## src/hw/rgb_pwm_pkg.sv

```systemverilog
`default_nettype none

package rgb_pwm_pkg;

  //////////////////////////////
  // Widths
  //////////////////////////////

  // One period or duty value, same width as the switches
  typedef logic [7:0] setting_t;

  // PWM counter value
  typedef logic [7:0] pwm_count_t;

  // Lit slot, bit 0 is resolution, bit 3 is blue
  typedef logic [3:0] slot_onehot_t;

  // Loader slots in stepping order
  typedef enum logic [1:0] {
    SLOT_RES,
    SLOT_R,
    SLOT_G,
    SLOT_B
  } slot_t;

  //////////////////////////////
  // Reset values and timing
  //////////////////////////////

  // Period after reset, 64 clocks per PWM cycle
  localparam setting_t RES_RESET = 8'd63;

  // All colours dark after reset
  localparam setting_t DUTY_RESET = 8'd0;

  // Button level must hold this many edges
  localparam int STABLE_TICKS = 20;

  // Debounce counter width, holds STABLE_TICKS - 1
  localparam int TICK_CNT_W = 5;

endpackage

`default_nettype wire

```

## src/hw/pwm_settings_if.sv

```systemverilog
`default_nettype none

// Period and duties from the loader to both PWM stages
interface pwm_settings_if;
  import rgb_pwm_pkg::*;

  // Resolution, one PWM cycle is period + 1 clocks
  setting_t period;

  // Colour duties in clocks per PWM cycle
  setting_t duty_r;
  setting_t duty_g;
  setting_t duty_b;

  // Register side
  modport loader (
    output period,
    output duty_r,
    output duty_g,
    output duty_b
  );

  // PWM side, time base and channels
  modport user (
    input period,
    input duty_r,
    input duty_g,
    input duty_b
  );

endinterface

`default_nettype wire

```

## src/hw/debounce_onepulse.sv

```systemverilog
`default_nettype none

module debounce_onepulse (
  input  logic clk_1k,
  input  logic rst_n,
  input  logic din,
  output logic pulse
);
  import rgb_pwm_pkg::*;

  // Accepted button level
  logic                  level_q;
  // Edges since din started to differ
  logic [TICK_CNT_W-1:0] tick_q;
  logic                  differs;
  logic                  accept;

  //////////////////////////////
  // Stability check
  //////////////////////////////

  assign differs = din ^ level_q;

  // Last of STABLE_TICKS differing edges
  assign accept = differs && (tick_q == TICK_CNT_W'(STABLE_TICKS - 1));

  //////////////////////////////
  // Level and pulse registers
  //////////////////////////////

  always_ff @(posedge clk_1k or negedge rst_n) begin
    if (!rst_n) begin
      level_q <= 1'b0;
      tick_q  <= '0;
      pulse   <= 1'b0;
    end else begin
      // Press only, release gives no pulse
      pulse <= accept && din;
      if (accept) begin
        level_q <= din;
        tick_q  <= '0;
      end else if (differs) begin
        tick_q <= tick_q + 1'b1;
      end else begin
        // Glitch ended early, start over
        tick_q <= '0;
      end
    end
  end

endmodule

`default_nettype wire

```

## src/hw/slot_loader.sv

```systemverilog
`default_nettype none

module slot_loader (
  input  logic                      clk_1k,
  input  logic                      rst_n,
  input  logic                      load_pulse,
  input  rgb_pwm_pkg::setting_t     sw,
  output rgb_pwm_pkg::slot_onehot_t led,
  pwm_settings_if.loader            settings
);
  import rgb_pwm_pkg::*;

  slot_t        slot_q;
  slot_t        slot_d;
  slot_onehot_t led_d;

  // Setting registers, one per slot
  setting_t res_q;
  setting_t duty_r_q;
  setting_t duty_g_q;
  setting_t duty_b_q;

  //////////////////////////////
  // Slot FSM
  //////////////////////////////

  // Step once per pulse, blue wraps to resolution
  always_comb begin
    slot_d = slot_q;
    if (load_pulse) begin
      case (slot_q)
        SLOT_RES: slot_d = SLOT_R;
        SLOT_R:   slot_d = SLOT_G;
        SLOT_G:   slot_d = SLOT_B;
        default:  slot_d = SLOT_RES;
      endcase
    end
  end

  // Decode next state so led moves with the slot
  always_comb begin
    case (slot_d)
      SLOT_RES: led_d = 4'b0001;
      SLOT_R:   led_d = 4'b0010;
      SLOT_G:   led_d = 4'b0100;
      default:  led_d = 4'b1000;
    endcase
  end

  always_ff @(posedge clk_1k or negedge rst_n) begin
    if (!rst_n) begin
      slot_q <= SLOT_RES;
      led    <= 4'b0001;
    end else begin
      slot_q <= slot_d;
      led    <= led_d;
    end
  end

  //////////////////////////////
  // Setting registers
  //////////////////////////////

  // Lit slot follows the switches live
  always_ff @(posedge clk_1k or negedge rst_n) begin
    if (!rst_n) begin
      res_q    <= RES_RESET;
      duty_r_q <= DUTY_RESET;
      duty_g_q <= DUTY_RESET;
      duty_b_q <= DUTY_RESET;
    end else begin
      case (slot_q)
        SLOT_RES: res_q    <= sw;
        SLOT_R:   duty_r_q <= sw;
        SLOT_G:   duty_g_q <= sw;
        default:  duty_b_q <= sw;
      endcase
    end
  end

  // Out to time base and channels
  assign settings.period = res_q;
  assign settings.duty_r = duty_r_q;
  assign settings.duty_g = duty_g_q;
  assign settings.duty_b = duty_b_q;

endmodule

`default_nettype wire

```

## src/hw/pwm_timebase.sv

```systemverilog
`default_nettype none

module pwm_timebase (
  input  logic                   clk_1k,
  input  logic                   rst_n,
  pwm_settings_if.user           settings,
  output rgb_pwm_pkg::pwm_count_t count,
  output logic                   cycle_start
);
  import rgb_pwm_pkg::*;

  // Period in force for the running cycle
  setting_t period_q;
  logic     wrap;

  //////////////////////////////
  // Counter
  //////////////////////////////

  // Last count of the cycle
  assign wrap = (count == period_q);

  always_ff @(posedge clk_1k or negedge rst_n) begin
    if (!rst_n) begin
      count    <= '0;
      period_q <= RES_RESET;
    end else if (wrap) begin
      count <= '0;
      // New period only at a cycle boundary
      period_q <= settings.period;
    end else begin
      count <= count + 1'b1;
    end
  end

  //////////////////////////////
  // Cycle start strobe
  //////////////////////////////

  // High for the single clock at count zero
  assign cycle_start = (count == '0);

endmodule

`default_nettype wire

```

## src/hw/pwm_channels.sv

```systemverilog
`default_nettype none

module pwm_channels (
  input  logic                   clk_1k,
  input  logic                   rst_n,
  pwm_settings_if.user           settings,
  input  rgb_pwm_pkg::pwm_count_t count,
  input  logic                   cycle_start,
  output logic                   rgb_r,
  output logic                   rgb_g,
  output logic                   rgb_b
);
  import rgb_pwm_pkg::*;

  // Index 0 red, 1 green, 2 blue
  setting_t   duty_in  [3];
  setting_t   duty_q   [3];
  setting_t   duty_use [3];
  logic [2:0] pwm_d;
  logic [2:0] pwm_q;

  assign duty_in[0] = settings.duty_r;
  assign duty_in[1] = settings.duty_g;
  assign duty_in[2] = settings.duty_b;

  //////////////////////////////
  // Compare
  //////////////////////////////

  // At count zero the fresh duty already applies
  always_comb begin
    for (int i = 0; i < 3; i++) begin
      duty_use[i] = cycle_start ? duty_in[i] : duty_q[i];
      // Duty 0 never high, duty above period always high
      pwm_d[i] = (count < duty_use[i]);
    end
  end

  //////////////////////////////
  // Duty latch and outputs
  //////////////////////////////

  always_ff @(posedge clk_1k or negedge rst_n) begin
    if (!rst_n) begin
      for (int i = 0; i < 3; i++) begin
        duty_q[i] <= DUTY_RESET;
      end
      pwm_q <= '0;
    end else begin
      // Hold duties steady for the whole cycle
      if (cycle_start) begin
        for (int i = 0; i < 3; i++) begin
          duty_q[i] <= duty_in[i];
        end
      end
      pwm_q <= pwm_d;
    end
  end

  // Active high colour pins
  assign rgb_r = pwm_q[0];
  assign rgb_g = pwm_q[1];
  assign rgb_b = pwm_q[2];

endmodule

`default_nettype wire

```

## src/hw/rgb_pwm_top.sv

```systemverilog
`default_nettype none

module rgb_pwm_top (
  input  logic                      clk_1k,
  input  logic                      rst_n,
  input  logic                      btnr,
  input  rgb_pwm_pkg::setting_t     sw,
  output rgb_pwm_pkg::slot_onehot_t led,
  output logic                      rgb_r,
  output logic                      rgb_g,
  output logic                      rgb_b
);
  import rgb_pwm_pkg::*;

  logic       load_pulse;
  pwm_count_t count;
  logic       cycle_start;

  // Period and duties shared by the PWM side
  pwm_settings_if settings ();

  //////////////////////////////
  // Loader side
  //////////////////////////////

  // One pulse per accepted press
  debounce_onepulse u_debounce (
    .clk_1k (clk_1k),
    .rst_n  (rst_n),
    .din    (btnr),
    .pulse  (load_pulse)
  );

  slot_loader u_loader (
    .clk_1k     (clk_1k),
    .rst_n      (rst_n),
    .load_pulse (load_pulse),
    .sw         (sw),
    .led        (led),
    .settings   (settings)
  );

  //////////////////////////////
  // PWM side
  //////////////////////////////

  pwm_timebase u_timebase (
    .clk_1k      (clk_1k),
    .rst_n       (rst_n),
    .settings    (settings),
    .count       (count),
    .cycle_start (cycle_start)
  );

  // Three comparators on the shared count
  pwm_channels u_channels (
    .clk_1k      (clk_1k),
    .rst_n       (rst_n),
    .settings    (settings),
    .count       (count),
    .cycle_start (cycle_start),
    .rgb_r       (rgb_r),
    .rgb_g       (rgb_g),
    .rgb_b       (rgb_b)
  );

endmodule

`default_nettype wire

```

## config.mk

```make
export PLATFORM = sky130hd
export DESIGN_NAME = rgb_pwm_top
export DESIGN_NICKNAME = d
export VERILOG_FILES = /design/src/hw/rgb_pwm_pkg.sv /design/src/hw/pwm_settings_if.sv /design/src/hw/debounce_onepulse.sv /design/src/hw/slot_loader.sv /design/src/hw/pwm_timebase.sv /design/src/hw/pwm_channels.sv /design/src/hw/rgb_pwm_top.sv
export SDC_FILE = /design/constraint.sdc
export NUM_CORES = 1
export LEC_CHECK = 0
export BUFFER_PORTS_ARGS = -buffer_cell sky130_fd_sc_hd__buf_2
export CORE_ASPECT_RATIO = 0.6
export CORE_MARGIN = 2
export CORE_UTILIZATION = 55
export CTS_CLUSTER_DIAMETER = 50
export DETAILED_ROUTE_END_ITERATION = 16
export PLACE_DENSITY = 0.72
export RECOVER_POWER = 50
export SLEW_MARGIN = 20
export SYNTH_ARGS = -nofsm -noshare
export SYNTH_HDL_FRONTEND = slang
export SYNTH_SLANG_ARGS = --single-unit
```

## constraint.sdc

```tcl
create_clock -name clk_1k -period 6.9 [get_ports clk_1k]
set_input_delay 0.69 -clock clk_1k [delete_from_list [all_inputs] [get_ports clk_1k]]
set_output_delay 0.69 -clock clk_1k [all_outputs]
set_load 0.005 [all_outputs]
```

==> flow_summary.yaml <==
global_route:
  overflow: 0
  grt_pass1_vias: 2485
  grt_pass1_wl_mm: 12.97
  grt_max_degree: 49
  antenna_found_initial: 0
  track_usage_pct: 21.62
clocking:
  clock_sinks: 88
  clock_path_buffers: 2
  clock_latency_ps: 340
  cts_hold_buf: 0
  post-cts-setup-buffer-count: 0
  h-tree-depth: 3
  numCtsBuffers: 9
  clkSlewWorstSetupHoldPaths_ps: 60
  cts_resized: 0
  tritoncts: "done"
  clock-root-buffer: "clkbuf_16"
detailed_routing:
  wl_per_cell_microns: 17.45
  drt_iter0_drc: 102
  drc: 0
  drt_wl_total_mm: 7.711
  first_pass_iters: 4
  vias: 2370
  viasPerCell: 5.362
  drtAntennaViolNets: 0
placement:
  numPlacedInstances: 426
  routabilityCongestion: 0.8594
  port_buffers: 17
  dp_hpwl_mm: 5.499
  post-place-ws_ps: 3877
  place_area_sq_um: 4308
yosys:
  async_flop_share_pct: 100.0
  ys_top_cells_by_count: "75 x dfrtp_1, 43 x mux2_2, 28 x ha_1"
  yosys.area.top_type_share_pct: 45.32
  avgSynthCellArea_sq_um: 13.23
  synth_edf_count: 0
  postSynthCellCount: 313
  synth_area_leaders: "dfrtp_1 45%, mux2_2 12%, ha_1 8.5%, dfstp_2 8.2%, mux2_4 6.5%"
  synth_nets: 352
  synth.distinct_cells: 36
  ys_warn_count: 0
  netlist_area_sq_um: 4141
  yosys.area.top_type: "dfrtp_1"
  synth-main-ff-cell: "dfrtp_1"
  ys_seq_elements: 88
  yosysMostFrequentCell: "dfrtp_1"
  synth-seq-area-share_pct: 53.56
pwr:
  peakVddDrop_mv: 0.1775
  cellPowerDensity_nw_per_um2: 351.8
  power_leakage_uw: 0.002225
die:
  dieWidth_microns: 116.0
  die_area_sq_um: 8263
  fp-row-count: 24
  initial_core_util_pct: 56.99
  coreArea_sq_um: 7267
  io-pin-count: 18
  dieHeight_microns: 71.22
hold_path:
  min_path_cells: 1
  hold_start: "u_debounce.tick_q[0]"
  hp-class: "reg2reg"
setup_path:
  cp.depth: 2
  worst_r2r_startpoint: "u_timebase.count[0]"
  cp.arrival_ps: 3970
  critPathLaunchType: "primary input"
  r2r_slack_ps: 3810
  crit_buf_inv: 2
  cp_data_required_time_ps: 6850
  crit_path_cell_trace: "clkbuf_1 -> clkbuf_1"
  critPathLaunch: "rst_n"
  crit_family: "buffers and inverters"
  cp_slowest_cell: "clkbuf_1"
  reg2regPathDepth: 11
  worst_path_most_repeated_cell: "clkbuf_1"
  end_kind: "asynchronous set/reset pin"
  crit_path_max_incr_delay_ps: 1810
  cp_max_fo: 48
  critPathKind: "in2async"
sta:
  slew_violations: 91
  hold_ws_ps: 466.7
  final-setup-viol-count: 0
  rsz0062_at_grt: "no"
  setup_tns_ps: 0
  setup_slack_ps: 2880
  fin_skew_ps: 5.348
  slew_headroom_pct: -59.13
  fin_crit_ps: 4020
  fin_crit_sh_pct: 58.25
  final-hold-violation-count: 0
  worst_pin_slew_ps: 2387
  max_freq_mhz: 248.8
status:
  outcome: "finished with violations"
  violations: "max-capacitance violations, max-slew violations"
finish:
  nets: 372
  stdcell_area_sq_um: 4567
  area_growth_pct: 10.27
  drive_gt1_share_pct: 34.32
  antennaDiodeCount: 0
  fin_cells: 442
run:
  cap_violations: 2
-- worst reg2reg max path, cell delays in order (launching register included) --
cell and delay, ps:
dfrtp_1 490, inv_1 130, ha_1 160, nor3b_2 320, nand2_4 320, mux2_4 420
inv_2 50, ha_1 220, and4_1 210, and3_1 200, a221o_1 300, a31oi_1 180
-- per-layer routing --
metal  vias to the layer above  part of all wire, %  track usage [%]
met2                        52                   40            28.53
met4                         0                 0.84            4.894
met3                         9                  6.0            9.137
li1                       1115                    -                -
met1                      1194                   53            33.18
met5                         -                    0                0
-- worst paths after layout --
kind	end
setup reg to reg	u_channels.pwm_q[1]
max in group clk_1k	u_channels.pwm_q[1]
min in group asynchronous	u_loader.slot_q[0]
setup / recovery	u_timebase.count[3]
hold reg to reg	u_debounce.tick_q[0]
hold / removal	u_debounce.tick_q[0]
-- layout by cell type (no fill, tap or decap), drive strengths merged, types with 11 or more instances in the layout --
cell and n:
a21o 11, dfrtp 75, nor2 17, clkbuf 13, xnor2 11, mux2 61, buf 16, inv 28
dfstp 13, ha 28
-- sequential cells by signal, summed over array words and instances (netlist names), 2 cells and up --
name,flops
u_debounce.tick_q,5
u_loader.settings.duty_b,8
u_timebase.period_q,8
u_loader.settings.duty_r,8
u_loader.settings.duty_g,8
u_channels.pwm_q,3
u_loader.led,4
u_loader.settings.period,8
u_loader.slot_q,2
u_channels.duty_q,24
u_timebase.count,8
-- report_power, final --
part / switching [uW] / internal [uW] / total [uW] / leakage [uW]
registers: 113 / 626 / 739 / 0.00110
clock network: 190 / 243 / 433 / 0.000126
logic: 200 / 234 / 435 / 0.000998
total: 504 / 1100 / 1610 / 0.00223
-- through the flow --
stage	util (%)	power, uW
after CTS	62.95	1618
final	62.84	1607
after detailed placement	59.28	1178
after global placement	59.28	1167
after global routing	62.84	1713
after floorplan	-	1049
-- kinds of logic after synthesis --
kind of cell               after synthesis  synth area share, %
AOI/OAI and AO/OA                       28                4.652
xor gates and xnor gates                19                4.018
adders and majority gates               28                8.459
buffers and inverters                   37                3.958
DFF                                     88                53.57
muxes                                   61                18.22
and+or+nand+nor                         52                7.130
-- final cells by class --
type	instances	area (sq um)
Timing Repair Buffer	18	87.58
Tap cell	104	130.1
Fill cell	577	2700
Inverter	28	105.1
Clock inverter	5	33.78
Multi-Input combinational cell	188	1759
Clock buffer	11	232.7
Sequential cell	88	2218
(Power assumes the default switching activity.)
